==> src/design/level_map_pkg.sv <==
package level_map_pkg;

    typedef logic [12:0] coord_t;  // screen or world coordinate, wraps at 8192

    localparam int MAX_PLACES = 6;
    localparam int N_CLASSES  = 9;

    // top-left corner of a placement, zero when nothing covers
    typedef struct packed {
        coord_t x;
        coord_t y;
    } origin_t;

    typedef origin_t place_table_t [MAX_PLACES];

    // priority order, also the index into hit and origin vectors
    typedef enum logic [3:0] {
        CLOUD      = 4'd0,
        LMOUNT     = 4'd1,
        SMOUNT     = 4'd2,
        TUBE_SHORT = 4'd3,
        TUBE_MID   = 4'd4,
        TUBE_TALL  = 4'd5,
        CASTLE     = 4'd6,
        FLAG       = 4'd7,
        BLOCK      = 4'd8
    } scenery_e;

    ////////////////////
    // box sizes and placement counts per class
    localparam int CLOUD_W = 64,       CLOUD_H = 48,       CLOUD_NUM = 6;
    localparam int LMOUNT_W = 160,     LMOUNT_H = 70,      LMOUNT_NUM = 5;
    localparam int SMOUNT_W = 64,      SMOUNT_H = 32,      SMOUNT_NUM = 4;
    localparam int TUBE_SHORT_W = 64,  TUBE_SHORT_H = 64,  TUBE_SHORT_NUM = 3;
    localparam int TUBE_MID_W = 64,    TUBE_MID_H = 96,    TUBE_MID_NUM = 1;
    localparam int TUBE_TALL_W = 64,   TUBE_TALL_H = 128,  TUBE_TALL_NUM = 2;
    localparam int CASTLE_W = 160,     CASTLE_H = 160,     CASTLE_NUM = 1;
    localparam int FLAG_W = 16,        FLAG_H = 288,       FLAG_NUM = 1;
    localparam int BLOCK_W = 32,       BLOCK_H = 32,       BLOCK_NUM = 1;

    ////////////////////
    // level 1-1 placements, spare slots zero
    localparam place_table_t CLOUD_PLACES = '{
        '{13'd272, 13'd66}, '{13'd624, 13'd34}, '{13'd1808, 13'd66},
        '{13'd2160, 13'd34}, '{13'd3344, 13'd66}, '{13'd6416, 13'd34}};
    localparam place_table_t LMOUNT_PLACES = '{
        '{13'd0, 13'd346}, '{13'd1536, 13'd346}, '{13'd3072, 13'd346},
        '{13'd4608, 13'd346}, '{13'd6144, 13'd346}, '{13'd0, 13'd0}};
    localparam place_table_t SMOUNT_PLACES = '{
        '{13'd754, 13'd384}, '{13'd2290, 13'd384}, '{13'd3826, 13'd384},
        '{13'd5362, 13'd384}, '{13'd0, 13'd0}, '{13'd0, 13'd0}};
    localparam place_table_t TUBE_SHORT_PLACES = '{
        '{13'd896, 13'd352}, '{13'd5216, 13'd352}, '{13'd5728, 13'd352},
        '{13'd0, 13'd0}, '{13'd0, 13'd0}, '{13'd0, 13'd0}};
    localparam place_table_t TUBE_MID_PLACES = '{
        '{13'd1216, 13'd320}, '{13'd0, 13'd0}, '{13'd0, 13'd0},
        '{13'd0, 13'd0}, '{13'd0, 13'd0}, '{13'd0, 13'd0}};
    localparam place_table_t TUBE_TALL_PLACES = '{
        '{13'd1472, 13'd288}, '{13'd1824, 13'd288}, '{13'd0, 13'd0},
        '{13'd0, 13'd0}, '{13'd0, 13'd0}, '{13'd0, 13'd0}};
    localparam place_table_t CASTLE_PLACES = '{
        '{13'd6464, 13'd256}, '{13'd0, 13'd0}, '{13'd0, 13'd0},
        '{13'd0, 13'd0}, '{13'd0, 13'd0}, '{13'd0, 13'd0}};
    localparam place_table_t FLAG_PLACES = '{
        '{13'd6344, 13'd96}, '{13'd0, 13'd0}, '{13'd0, 13'd0},
        '{13'd0, 13'd0}, '{13'd0, 13'd0}, '{13'd0, 13'd0}};
    localparam place_table_t BLOCK_PLACES = '{
        '{13'd6336, 13'd384}, '{13'd0, 13'd0}, '{13'd0, 13'd0},
        '{13'd0, 13'd0}, '{13'd0, 13'd0}, '{13'd0, 13'd0}};  // end block below the pole

endpackage

==> src/design/pixel_pkg.sv <==
package pixel_pkg;

    typedef struct packed {
        logic [7:0] r;
        logic [7:0] g;
        logic [7:0] b;
    } rgb888_t;

    // castle sprite ROM is stored as 565
    typedef struct packed {
        logic [4:0] r;
        logic [5:0] g;
        logic [4:0] b;
    } rgb565_t;

    // one texel per class, same order as scenery_e
    typedef struct packed {
        rgb888_t cloud;
        rgb888_t lmount;
        rgb888_t smount;
        rgb888_t tube_short;
        rgb888_t tube_mid;
        rgb888_t tube_tall;
        rgb565_t castle;
        rgb888_t flag;
        rgb888_t block;
    } texels_t;

    localparam rgb888_t SKY_COLOR = '{r: 8'h6B, g: 8'h8C, b: 8'hFF};

endpackage

==> src/design/object_locator.sv <==
module object_locator #(
    parameter int NUM_PLACES = 1,
    parameter int BOX_W      = 32,
    parameter int BOX_H      = 32,
    parameter level_map_pkg::place_table_t PLACES = '{default: '0}
) (
    input  logic                   Clk,
    input  logic                   rst,
    input  level_map_pkg::coord_t  world_x,
    input  level_map_pkg::coord_t  draw_y,
    output logic                   hit,
    output level_map_pkg::origin_t origin
);

    logic                   hit_next;
    level_map_pkg::origin_t origin_next;

    ////////////////////
    // box test, first table entry wins
    always_comb
    begin
        logic [13:0] x_end;  // one extra bit so x + w never wraps
        logic [13:0] y_end;
        logic        in_x;
        logic        in_y;

        hit_next    = 1'b0;
        origin_next = '0;
        // walk backwards so the lowest entry is the last to write
        for (int i = NUM_PLACES - 1; i >= 0; i--)
        begin
            x_end = {1'b0, PLACES[i].x} + 14'(BOX_W);
            y_end = {1'b0, PLACES[i].y} + 14'(BOX_H);
            in_x  = (world_x >= PLACES[i].x) && ({1'b0, world_x} < x_end);
            in_y  = (draw_y >= PLACES[i].y) && ({1'b0, draw_y} < y_end);
            if (in_x && in_y)
            begin
                hit_next    = 1'b1;
                origin_next = PLACES[i];
            end
        end
    end

    ////////////////////
    always_ff @(posedge Clk)
    begin
        if (rst)
        begin
            hit    <= 1'b0;
            origin <= '0;
        end
        else
        begin
            hit    <= hit_next;
            origin <= origin_next;  // zero when no placement covers
        end
    end

endmodule

==> src/design/layer_mux.sv <==
module layer_mux (
    input  logic                                 Clk,
    input  logic                                 rst,
    input  logic [level_map_pkg::N_CLASSES-1:0]  hit_vec,
    input  pixel_pkg::texels_t                   texels,
    output pixel_pkg::rgb888_t                   background_dout
);

    pixel_pkg::rgb888_t castle_wide;
    pixel_pkg::rgb888_t dout_next;

    // 565 to 888, low bits zero filled
    always_comb
    begin
        castle_wide.r = {texels.castle.r, 3'b000};
        castle_wide.g = {texels.castle.g, 2'b00};
        castle_wide.b = {texels.castle.b, 3'b000};
    end

    ////////////////////
    // lowest class index on top
    always_comb
    begin
        if (hit_vec[level_map_pkg::CLOUD])
            dout_next = texels.cloud;
        else if (hit_vec[level_map_pkg::LMOUNT])
            dout_next = texels.lmount;
        else if (hit_vec[level_map_pkg::SMOUNT])
            dout_next = texels.smount;
        else if (hit_vec[level_map_pkg::TUBE_SHORT])
            dout_next = texels.tube_short;
        else if (hit_vec[level_map_pkg::TUBE_MID])
            dout_next = texels.tube_mid;
        else if (hit_vec[level_map_pkg::TUBE_TALL])
            dout_next = texels.tube_tall;
        else if (hit_vec[level_map_pkg::CASTLE])
            dout_next = castle_wide;
        else if (hit_vec[level_map_pkg::FLAG])
            dout_next = texels.flag;  // pole sits in front of the end block
        else if (hit_vec[level_map_pkg::BLOCK])
            dout_next = texels.block;
        else
            dout_next = pixel_pkg::SKY_COLOR;  // nothing here, plain sky
    end

    ////////////////////
    always_ff @(posedge Clk)
    begin
        if (rst)
            background_dout <= pixel_pkg::SKY_COLOR;
        else
            background_dout <= dout_next;
    end

endmodule

==> src/design/background_top.sv <==
module background_top (
    input  logic                    Clk,
    input  logic                    rst,
    input  level_map_pkg::coord_t   DrawX,
    input  level_map_pkg::coord_t   DrawY,
    input  level_map_pkg::coord_t   process,   // scroll offset
    input  pixel_pkg::texels_t      texels,    // from sprite ROMs, for the origins now shown
    output level_map_pkg::origin_t  origins [level_map_pkg::N_CLASSES],
    output logic                    is_castle,
    output pixel_pkg::rgb888_t      background_dout
);

    level_map_pkg::coord_t              world_x;
    logic [level_map_pkg::N_CLASSES-1:0] hit_vec;

    assign world_x = DrawX + process;  // 13 bit add, wraps past 8191

    ////////////////////
    // one locator per scenery class
    object_locator #(.NUM_PLACES(level_map_pkg::CLOUD_NUM), .BOX_W(level_map_pkg::CLOUD_W),
        .BOX_H(level_map_pkg::CLOUD_H), .PLACES(level_map_pkg::CLOUD_PLACES)) cloud_loc (
        .Clk(Clk), .rst(rst), .world_x(world_x), .draw_y(DrawY),
        .hit(hit_vec[level_map_pkg::CLOUD]), .origin(origins[level_map_pkg::CLOUD]));

    object_locator #(.NUM_PLACES(level_map_pkg::LMOUNT_NUM), .BOX_W(level_map_pkg::LMOUNT_W),
        .BOX_H(level_map_pkg::LMOUNT_H), .PLACES(level_map_pkg::LMOUNT_PLACES)) lmount_loc (
        .Clk(Clk), .rst(rst), .world_x(world_x), .draw_y(DrawY),
        .hit(hit_vec[level_map_pkg::LMOUNT]), .origin(origins[level_map_pkg::LMOUNT]));

    object_locator #(.NUM_PLACES(level_map_pkg::SMOUNT_NUM), .BOX_W(level_map_pkg::SMOUNT_W),
        .BOX_H(level_map_pkg::SMOUNT_H), .PLACES(level_map_pkg::SMOUNT_PLACES)) smount_loc (
        .Clk(Clk), .rst(rst), .world_x(world_x), .draw_y(DrawY),
        .hit(hit_vec[level_map_pkg::SMOUNT]), .origin(origins[level_map_pkg::SMOUNT]));

    // three tube heights
    object_locator #(.NUM_PLACES(level_map_pkg::TUBE_SHORT_NUM),
        .BOX_W(level_map_pkg::TUBE_SHORT_W), .BOX_H(level_map_pkg::TUBE_SHORT_H),
        .PLACES(level_map_pkg::TUBE_SHORT_PLACES)) tube_short_loc (
        .Clk(Clk), .rst(rst), .world_x(world_x), .draw_y(DrawY),
        .hit(hit_vec[level_map_pkg::TUBE_SHORT]), .origin(origins[level_map_pkg::TUBE_SHORT]));

    object_locator #(.NUM_PLACES(level_map_pkg::TUBE_MID_NUM),
        .BOX_W(level_map_pkg::TUBE_MID_W), .BOX_H(level_map_pkg::TUBE_MID_H),
        .PLACES(level_map_pkg::TUBE_MID_PLACES)) tube_mid_loc (
        .Clk(Clk), .rst(rst), .world_x(world_x), .draw_y(DrawY),
        .hit(hit_vec[level_map_pkg::TUBE_MID]), .origin(origins[level_map_pkg::TUBE_MID]));

    object_locator #(.NUM_PLACES(level_map_pkg::TUBE_TALL_NUM),
        .BOX_W(level_map_pkg::TUBE_TALL_W), .BOX_H(level_map_pkg::TUBE_TALL_H),
        .PLACES(level_map_pkg::TUBE_TALL_PLACES)) tube_tall_loc (
        .Clk(Clk), .rst(rst), .world_x(world_x), .draw_y(DrawY),
        .hit(hit_vec[level_map_pkg::TUBE_TALL]), .origin(origins[level_map_pkg::TUBE_TALL]));

    // end of level group
    object_locator #(.NUM_PLACES(level_map_pkg::CASTLE_NUM), .BOX_W(level_map_pkg::CASTLE_W),
        .BOX_H(level_map_pkg::CASTLE_H), .PLACES(level_map_pkg::CASTLE_PLACES)) castle_loc (
        .Clk(Clk), .rst(rst), .world_x(world_x), .draw_y(DrawY),
        .hit(hit_vec[level_map_pkg::CASTLE]), .origin(origins[level_map_pkg::CASTLE]));

    object_locator #(.NUM_PLACES(level_map_pkg::FLAG_NUM), .BOX_W(level_map_pkg::FLAG_W),
        .BOX_H(level_map_pkg::FLAG_H), .PLACES(level_map_pkg::FLAG_PLACES)) flag_loc (
        .Clk(Clk), .rst(rst), .world_x(world_x), .draw_y(DrawY),
        .hit(hit_vec[level_map_pkg::FLAG]), .origin(origins[level_map_pkg::FLAG]));

    object_locator #(.NUM_PLACES(level_map_pkg::BLOCK_NUM), .BOX_W(level_map_pkg::BLOCK_W),
        .BOX_H(level_map_pkg::BLOCK_H), .PLACES(level_map_pkg::BLOCK_PLACES)) block_loc (
        .Clk(Clk), .rst(rst), .world_x(world_x), .draw_y(DrawY),
        .hit(hit_vec[level_map_pkg::BLOCK]), .origin(origins[level_map_pkg::BLOCK]));

    assign is_castle = hit_vec[level_map_pkg::CASTLE];  // castle ROM is 565, tells the ROM side

    ////////////////////
    layer_mux layer_mux_inst (
        .Clk             (Clk),
        .rst             (rst),
        .hit_vec         (hit_vec),
        .texels          (texels),
        .background_dout (background_dout)
    );

endmodule

==> config.mk <==
export PLATFORM = sky130hd
export DESIGN_NAME = background_top
export DESIGN_NICKNAME = d
export VERILOG_FILES = /design/src/design/level_map_pkg.sv /design/src/design/pixel_pkg.sv /design/src/design/object_locator.sv /design/src/design/layer_mux.sv /design/src/design/background_top.sv
export SDC_FILE = /design/constraint.sdc
export NUM_CORES = 1
export LEC_CHECK = 0
export BUFFER_PORTS_ARGS = -buffer_cell sky130_fd_sc_hd__buf_2
export CORE_AREA = 2 2 199 201
export DETAILED_ROUTE_END_ITERATION = 12
export DIE_AREA = 0 0 201 203
export HOLD_SLACK_MARGIN = 0.02
export MAX_ROUTING_LAYER = met4
export PLACE_DENSITY = 0.36
export SYNTH_ARGS = -nofsm -noshare
export SYNTH_HDL_FRONTEND = slang
export SYNTH_SLANG_ARGS = --single-unit
==> constraint.sdc <==
create_clock -name Clk -period 6.2 [get_ports Clk]
set_input_delay 0.93 -clock Clk [delete_from_list [all_inputs] [get_ports Clk]]
set_output_delay 0.93 -clock Clk [all_outputs]
set_load 0.1 [all_outputs]
# --- Word level (Yosys, flattened, before mapping) ---
# Index checks and enable logic that the tools add are counted.
word_totals:
  word_cells: 239
  out_inout_bits: 259
  input_bits: 249
  regBits: 267
op_classes:
  muxes: 57
  n_lt_le_gt_ge: 61
  n_addsub: 1
  reduce_logical: 71
op_table:
  columns: ["operator", "count"]
  rows:
  - ["$mux 24", 14]
  - ["$mux 26", 9]
  - ["$mux 25", 5]
  - ["$ge 13x13->1 const B", 9]
  - ["$lt 13x13->1 const B", 9]
  - ["$ge 13x9->1 const B", 7]
  - ["$mux 23", 3]
  - ["$ge 13x11->1 const B", 5]
  - ["$ge 13x12->1 const B", 5]
  - ["$lt 13x11->1 const B", 5]
  - ["$lt 13x12->1 const B", 5]
  - ["$logic_and 1x1->1", 57]
  - ["$ge 13x10->1 const B", 3]
  - ["$lt 13x10->1 const B", 3]
  - ["$lt 13x9->1 const B", 3]
  - ["$ge 13x7->1 const B", 2]
  - ["$lt 13x7->1 const B", 2]
  - ["$mux 1", 24]
  - ["$mux 22", 1]
  - ["$add 13x13->13", 1]
  - ["$ge 13x1->1 const B", 1]
  - ["$ge 13x6->1 const B", 1]
  - ["$lt 13x8->1 const B", 1]
  - ["$reduce_or 3->1", 4]
  - ["other kinds (5)", 11]

# --- Depth between registers and ports, before layout ---
# Gate-level depths: netlist of run 1.
logic_depth:
  word_depth: 10
  depth_mapped: 12

# --- By module ---
# Synthesis of run 1 repeated with hierarchy kept, for this count alone.
unflattened:
  hier_cells: 778
  hier_area_um2: 6197.2
by_module_without_submodules:
  columns: ["module", "seq_area_each_um2", "instances", "cells_per_inst", "area_per_inst_um2"]
  rows:
  - ["layer_mux", 480.5, 1, 307, 2245.9]
  - ["object_locator at cloud_loc", 180.2, 1, 81, 684.4]
  - ["background_top", 0.0, 1, 62, 543.0]
  - ["object_locator at lmount_loc", 100.1, 1, 49, 442.9]
  - ["object_locator at smount_loc", 100.1, 1, 50, 437.9]
  - ["object_locator at tube_short_loc", 80.1, 1, 44, 362.8]
  - ["object_locator at tube_tall_loc", 60.1, 1, 40, 337.8]
  - ["object_locator at flag_loc", 20.0, 1, 37, 295.3]
  - ["object_locator at tube_mid_loc", 20.0, 1, 37, 291.5]
  - ["object_locator at block_loc", 20.0, 1, 34, 286.5]
  - ["object_locator at castle_loc", 20.0, 1, 37, 269.0]

# --- Worst setup path after synthesis of run 1 ---
# Ideal clock, no wire load.
synth_timing:
  path_type: "input port to flip-flop"
  from: "in DrawX[0]"
  to: "reg cloud_loc.origin[24] (netlist bit)"
  stages: 11
  setup_slack_ns: 2.682
  required_ns: 6.120
  t_arrival_ns: 3.438
  setup_time_ns: 0.080
  cell_sequence: "ha_1 -> inv_1 -> fa_1 -> nor2b_1 -> o2111a_1 -> o31ai_1 -> a31oi_1 -> xor2_1 -> or3_4 -> or4_4 -> a211oi_2"
synth_between:
  elab_chain_len: 7
synth_lines:
  columns: ["element", "line_no", "rtl"]
  rows:
  - ["from (decl)", "background_top.sv:4", "input level_map_pkg::coord_t DrawX,"]
  - ["$add 13x13->13 *", "background_top.sv:16", "assign world_x = DrawX + process;"]
  - ["$ge 13x13->1 or $lt 13x13->1 (tied branches)", "object_locator.sv:34", "in_x = (world_x >= PLACES[i].x) && ({1'b0, world_x} < x_end);"]
  - ["$logic_and 1x1->1", "object_locator.sv:34", null]
  - ["$logic_and 1x1->1", "object_locator.sv:36", "if (in_x && in_y)"]
  - ["$mux 26", "object_locator.sv:36", null]
  - ["$mux 25 (2 in a row)", "object_locator.sv:36", null]
  - ["to (signal assigned)", "object_locator.sv:55", "origin <= origin_next;"]
  - ["to (decl)", "object_locator.sv:12", "output level_map_pkg::origin_t origin"]
# Every way passes the cells marked *; elsewhere a longest branch is shown, timed or not.
# A chain may end at the register's enable or synchronous reset.

# --- Worst setup path after layout of run 1 ---
# Same ends and word-level chain as after synthesis.

==> results.json, run 1 <==
{
  "dr.first_iter.drc_count": 332,
  "fp.dieW_um": 201,
  "clock_sinks": 54,
  "clk_pin_slew_ns": 0.09,
  "synth_edf_count": 0,
  "powerDensity_mw_per_mm2": 189,
  "holdBufCountCts": 0,
  "numCtsBuffers": 5,
  "setup_tns_ns": 0,
  "dieArea_mm2": 0.0408,
  "fin_crit_sh_pct": 64.4,
  "avgSynthCellArea_um2": 7.46,
  "timing.fmax_mhz": 251,
  "grt-ovfl-total": 0,
  "place_inst": 1578,
  "die_h_um": 203,
  "start_kind": "input pin",
  "synthArstFlopShare_pct": 0,
  "first_pass_iters": 5,
  "grt_pass1_vias": 5845,
  "status": "complete, no violations",
  "hold_viol_final": 0,
  "worst_hold_startpoint": "cloud_loc.hit",
  "synth_flop_cell": "dfxtp_1",
  "cts_tree": "yes",
  "coreArea_mm2": 0.0385,
  "synthCells": 803,
  "htreeDepth": 2,
  "vias_per_cell": 3.79,
  "ios": 508,
  "synth-compound-area-share_pct": 23.4,
  "endpoint_kind": "flip-flop",
  "yosysUniqueCellTypes": 66,
  "dpl-instance-area_mm2": 0.00725,
  "start_util_pct": 15.6,
  "wire_per_inst_um": 16.7,
  "setup_viol": 0,
  "yosysSeqAreaShare_pct": 18.0,
  "crit_fanout": 11,
  "reg2reg_setup_slack_ns": 3.25,
  "drc": 0,
  "holdPathStages": 3,
  "r2r-end": "layer_mux_inst.background_dout[19]",
  "place.gp.congestion": 0.856,
  "cts_buffer_depth": 2,
  "dpl.hpwl_um": 21900,
  "cpMaxStageDelayCell": "xnor2_1",
  "cts-resized-gates": 0,
  "cp.arrival_ns": 4.22,
  "synthMuxAreaShare_pct": 4.18,
  "port_buffers": 344,
  "rows": 72,
  "crit_type": "input pin to flip-flop",
  "worst_slew_pin_slew_ns": 1.12,
  "ir_drop_v": 0.000105,
  "worstReg2RegStart": "castle_loc.origin[24]",
  "p_leak_nw": 3.57,
  "grt_max_degree": 54,
  "hp-class": "flip-flop to flip-flop",
  "nets": 1329,
  "grt_antenna_before_repair": 4,
  "reg2reg_depth": 8,
  "synth_seq_cells": 54,
  "synth.top_cell.area_share_pct": 26.7,
  "finalInstanceArea_mm2": 0.00744,
  "grt_pass1_wl_um": 37100,
  "clkLatencyLatePin_ns": 0.31,
  "globalRouteTotalUtil_pct": 12.4,
  "cap_violations": 0,
  "rsz0062_at_grt": "no",
  "final_layout_size_suffix_gt1_share_pct": 35.8,
  "required_ns": 6.43,
  "relSlewSlack_pct": 23.5,
  "cts-root-buf": "clkbuf_16",
  "synth_top_family_by_area": "buffers and inverters",
  "min_to": "layer_mux_inst.background_dout[10]",
  "fin_cells": 1590,
  "fin_crit_ns": 3.99,
  "drtAntennaViolNets": 0,
  "synth-adder-area-share_pct": 2.84,
  "clock_skew_ns": 0.0122,
  "synth_top_cell_by_area": "buf_4",
  "syn-cell-area_mm2": 0.00599,
  "drt-total-wl_um": 26600,
  "power_w": 0.00141,
  "finalMaxSlewViolations": 0,
  "postCtsSetupRepairBufs": 0,
  "synth_area_leaders": "buf_4 (27%), dfxtp_1 (18%), o21ai_0 (5.0%)",
  "synthToLayoutAreaGrowth_pct": 24.1,
  "synthXorXnorAreaFrac_pct": 2.26,
  "yosys.area_share.simple_pct": 18.9,
  "route.vias.total": 6023,
  "ys_warn_count": 0,
  "path_cells": "buf_2, ha_1, inv_1, fa_1, nor2b_1, o2111a_1, nor3_1, xnor2_1, nand4_1, a2111oi_0, o211ai_1, a211oi_2",
  "slowest_delay_ns": 0.71,
  "fillerInstances": 4496
}
## how the worst max path moves through the flow
stage | from | to | slack (ns) | cells after the start
6_report | DrawX[0] | cloud_loc.origin[24] | 2.21 | 12
5_1_grt | DrawX[0] | lmount_loc.origin[22] | 1.87 | 12
4_1_cts | DrawX[0] | lmount_loc.origin[22] | 2.26 | 12
3_5_place_dp | DrawX[0] | lmount_loc.origin[22] | 1.94 | 12
3_3_place_gp | DrawX[0] | cloud_loc.origin[24] | 1.95 | 12
2_1_floorplan | DrawX[0] | cloud_loc.origin[24] | 2.68 | 11
## per-layer routing
layer	global-route usage, %	share of wire [%]	up-vias
li1	-	-	3005
met1	13.3	39	2699
met2	22.4	51	293
met3	3.37	7.8	26
met4	3.33	2.3	0
met5	-	0	-
## worst max-delay path: cells and delay by family
| family | cells | cell delay (ns) |
|---|---|---|
| XOR/XNOR | 1 | 0.71 |
| buffers and inverters | 2 | 0.13 |
| AO/OA/AOI/OAI | 4 | 1.39 |
| AND/OR/NAND/NOR | 3 | 0.50 |
| adder cells (fa/ha/maj) | 2 | 0.55 |
## cell families (layout without fill, tap and decap cells)
kind of cell / Yosys count / count (layout)
xor gates and xnor gates: 13 / 13
muxes: 25 / 25
buffers and inverters: 268 / 372
AOI/OAI and AO/OA: 202 / 202
other: 1 / 166
and+or+nand+nor: 227 / 227
DFF: 54 / 54
adders and majority gates: 13 / 13
## cell usage in the layout (no fill, tap or decap), types with 14 or more instances in the layout
cell type / instances
buf_2: 344
conb_1: 162
nand2_1: 67
o21ai_0: 60
dfxtp_1: 51
nor2_1: 41
mux2i_1: 25
nand3_1: 23
nand2b_1: 21
a21o_1: 21
nor3_1: 20
a21oi_1: 15
o211ai_1: 14
## power by group
part	switching [W]	internal (W)
Sequential	0.000000140	0.000347
Clock	0.000150	0.000194
Combinational	0.000589	0.000125
Total	0.000739	0.000666
## synthesized netlist by cell type (10+ instances only)
library cell / n
a21oi_1: 15
nand2b_1: 21
nor3_1: 20
nor2_1: 41
o211ai_1: 14
dfxtp_1: 54
o221ai_1: 10
clkbuf_1: 35
o21ai_0: 60
nand3_1: 23
a22oi_1: 10
nand2_1: 67
o22ai_1: 11
ha_1: 12
mux2i_1: 25
a21o_1: 21
a211oi_1: 10
inv_1: 11
buf_4: 213
## layout make-up
type | count | area (um2) | area share (%)
clock inverter | 3 | 48.8 | 0.656
tap | 518 | 648 | 8.72
clock buffer | 5 | 125 | 1.68
sequential | 54 | 1080 | 14.6
multi-input combinational | 642 | 3700 | 49.7
antenna | 4 | 10.0 | 0.135
timing repair buffer | 351 | 1770 | 23.9
inverter | 13 | 48.8 | 0.656
## through the flow
step / utilization (%) / setup slack [ns] / hold slack (ns)
after floorplan: - / 2.68 / 0.552
after global placement: 18.9 / 1.95 / 0.752
after detailed placement: 18.9 / 1.94 / 0.754
after CTS: 19.3 / 2.26 / 0.781
after global routing: 19.3 / 1.87 / 0.809
final: 19.3 / 2.21 / 0.774
## registers in the layout, indices dropped and copies added (netlist names), 3 cells and up
signal,count
cloud_loc.origin,8
layer_mux_inst.background_dout,24
tube_tall_loc.origin,3
tube_short_loc.origin,4
lmount_loc.origin,5
smount_loc.origin,4
Note: power is estimated with default switching activity, not from simulation.
==> inputs of run 2 (changes only) <==
--- a/config.mk
+++ b/config.mk
@@ -6,9 +6,9 @@
 export NUM_CORES = 1
 export LEC_CHECK = 0
 export BUFFER_PORTS_ARGS = -buffer_cell sky130_fd_sc_hd__buf_2
-export CORE_AREA = 2 2 199 201
+export CORE_AREA = 2 2 200 202
 export DETAILED_ROUTE_END_ITERATION = 12
-export DIE_AREA = 0 0 201 203
+export DIE_AREA = 0 0 202 204
 export HOLD_SLACK_MARGIN = 0.02
 export MAX_ROUTING_LAYER = met4
 export PLACE_DENSITY = 0.36
==> constraint.sdc (replaced) <==
create_clock -name Clk -period 3.82 [get_ports Clk]
set_input_delay 0.573 -clock Clk [delete_from_list [all_inputs] [get_ports Clk]]
set_output_delay 0.573 -clock Clk [all_outputs]
set_load 0.1 [all_outputs]
==> results.json, run 2 (synthesized netlist as in run 1, its figures left out) <==
{
  "grt_pass1_wl_um": 37700,
  "grt_antenna_before_repair": 1,
  "dr_wl_met2_um": 13800,
  "clock_skew_ns": 0.00810,
  "numCtsBuffers": 5,
  "final_cell_mix": "buf_2 (344), conb_1 (162), nand2_1 (67), o21ai_0 (60), dfxtp_1 (52)",
  "fin_crit_ns": 3.27,
  "nets": 1344,
  "globalRouteTotalUtil_pct": 12.7,
  "endpoint_kind": "flip-flop",
  "p_leak_nw": 3.64,
  "required_ns": 4.05,
  "vias_per_cell": 3.78,
  "dr.first_iter.drc_count": 378,
  "fin_ws_ns": 0.546,
  "ios": 508,
  "antenna_cells": 0,
  "first_pass_iters": 4,
  "rows": 73,
  "critPathBufInv": 3,
  "final_layout_size_suffix_gt1_share_pct": 36.6,
  "wl_met1_um": 10900,
  "finalMaxSlewViolations": 0,
  "wire_per_inst_um": 16.8,
  "dp_slack_ns": 0.217,
  "holdBufCountCts": 0,
  "met3_length_um": 1810,
  "hp-class": "input pin to flip-flop",
  "regMostFlops": "layer_mux_inst.background_dout",
  "hold_viol_final": 0,
  "port_buffers": 344,
  "slowest_delay_ns": 0.61,
  "clock_sinks": 54,
  "cts_tree": "yes",
  "path_delay_family": "compound AO/OA/AOI/OAI gates",
  "cap_violations": 0,
  "rsz0062_at_grt": "no",
  "relSlewSlack_pct": 48.2,
  "grt-ovfl-total": 0,
  "drtAntennaViolNets": 0,
  "drc": 0,
  "clkLatencyLatePin_ns": 0.30,
  "ir_drop_v": 0.000155,
  "cp.arrival_ns": 3.50,
  "path_cells": "buf_2, ha_1, inv_1, fa_1, nor2b_1, o2111a_1, nor3_1, xnor2_1, buf_4, a211o_1, a2111oi_0, o211ai_1, a211oi_2",
  "drt-total-wl_um": 27000,
  "status": "complete, no violations",
  "reg_top3": "layer_mux_inst.background_dout x24, cloud_loc.origin x8, lmount_loc.origin x5",
  "setup_viol": 0,
  "dieArea_mm2": 0.0412,
  "cpMaxStageDelayCell": "a2111oi_0",
  "coreArea_mm2": 0.0392,
  "fin_crit_sh_pct": 85.7,
  "die_h_um": 204,
  "holdPathStages": 3,
  "worst_slew_pin_slew_ns": 0.777,
  "cp.depth": 13,
  "htreeDepth": 2,
  "start_kind": "input pin",
  "start_util_pct": 15.3,
  "clk_pin_slew_ns": 0.08,
  "route.vias.total": 6081,
  "crit_type": "input pin to flip-flop",
  "setup_tns_ns": 0,
  "crit_fanout": 8,
  "grt_max_degree": 35,
  "reg2reg_depth": 8,
  "place.gp.congestion": 0.860,
  "top_layer": "met4",
  "powerDensity_mw_per_mm2": 304,
  "cts-resized-gates": 0,
  "dpl.hpwl_um": 23000,
  "synthToLayoutAreaGrowth_pct": 26.0,
  "grt_pass1_vias": 5874,
  "cts_buffer_depth": 2,
  "fp.dieW_um": 202,
  "timing.fmax_mhz": 305,
  "postCtsSetupRepairBufs": 0,
  "layout_commonest_cell": "buf_2",
  "cts-root-buf": "clkbuf_16",
  "largest_reg_flops": 24,
  "fillerInstances": 4525
}
==> run 2: cell types whose count changed in the layout (fill, tap and decap cells not counted), sizes merged <==
cell,change
buf,+15
diode,-4
==> run 2: where the power goes <==
part	switching [W]	internal, W	leakage, nW
sequential	0.000000330	0.000563	0.436
clock	0.000233	0.000315	0.0819
combinational	0.000960	0.000223	3.12
==> run 2: path summary, 6_finish.rpt <==
path / startpoint / to / slack, ns
setup / recovery: DrawX[0] / cloud_loc.origin[24] / 0.55
hold reg to reg: cloud_loc.hit / layer_mux_inst.background_dout[6] / 0.77
setup reg to reg: tube_tall_loc.origin[5] / layer_mux_inst.background_dout[22] / 1.02
hold / removal: texels[206] / layer_mux_inst.background_dout[22] / 0.50
==> run 2: worst register-to-register path, stage by stage, from the launching register on <==
cell and delay [ns]:
dfxtp_1 0.74, inv_1 0.29, and3_1 0.25, a2111oi_0 0.56
o311ai_0 0.19, o21ai_0 0.25, o21ai_0 0.17, mux2i_1 0.17
nand2b_1 0.06
==> run 2: final cells by class <==
type / count / area [um2] / share of cell area (%)
Clock buffer: 5 / 125 / 1.66
Clock inverter: 3 / 48.8 / 0.647
Inverter: 13 / 48.8 / 0.647
Multi-Input combinational cell: 642 / 3700 / 49.0
Sequential cell: 54 / 1080 / 14.4
Tap cell: 525 / 657 / 8.71
Timing Repair Buffer: 366 / 1890 / 25.0
==> run 2: per-stage QoR <==
step           power, W  hold slack [ns]  cell area (um2)  util (%)  instances
3_3_place_gp    0.00176            0.752             7370      18.8       1600
2_1_floorplan   0.00166            0.552             6600         -        964
3_5_place_dp    0.00176            0.758             7370      18.8       1600
6_report        0.00229            0.497             7550      19.3       1608
4_1_cts         0.00232            0.488             7550      19.3       1608
5_1_grt         0.00241            0.499             7550      19.3       1608
==> run 2: metal layers <==
| layer | GRT usage (%) | vias to the layer above |
|---|---|---|
| met5 | - | - |
| met2 | 22.9 | 267 |
| met1 | 14.3 | 2764 |
| li1 | - | 3029 |
| met3 | 2.79 | 21 |
| met4 | 2.63 | 0 |
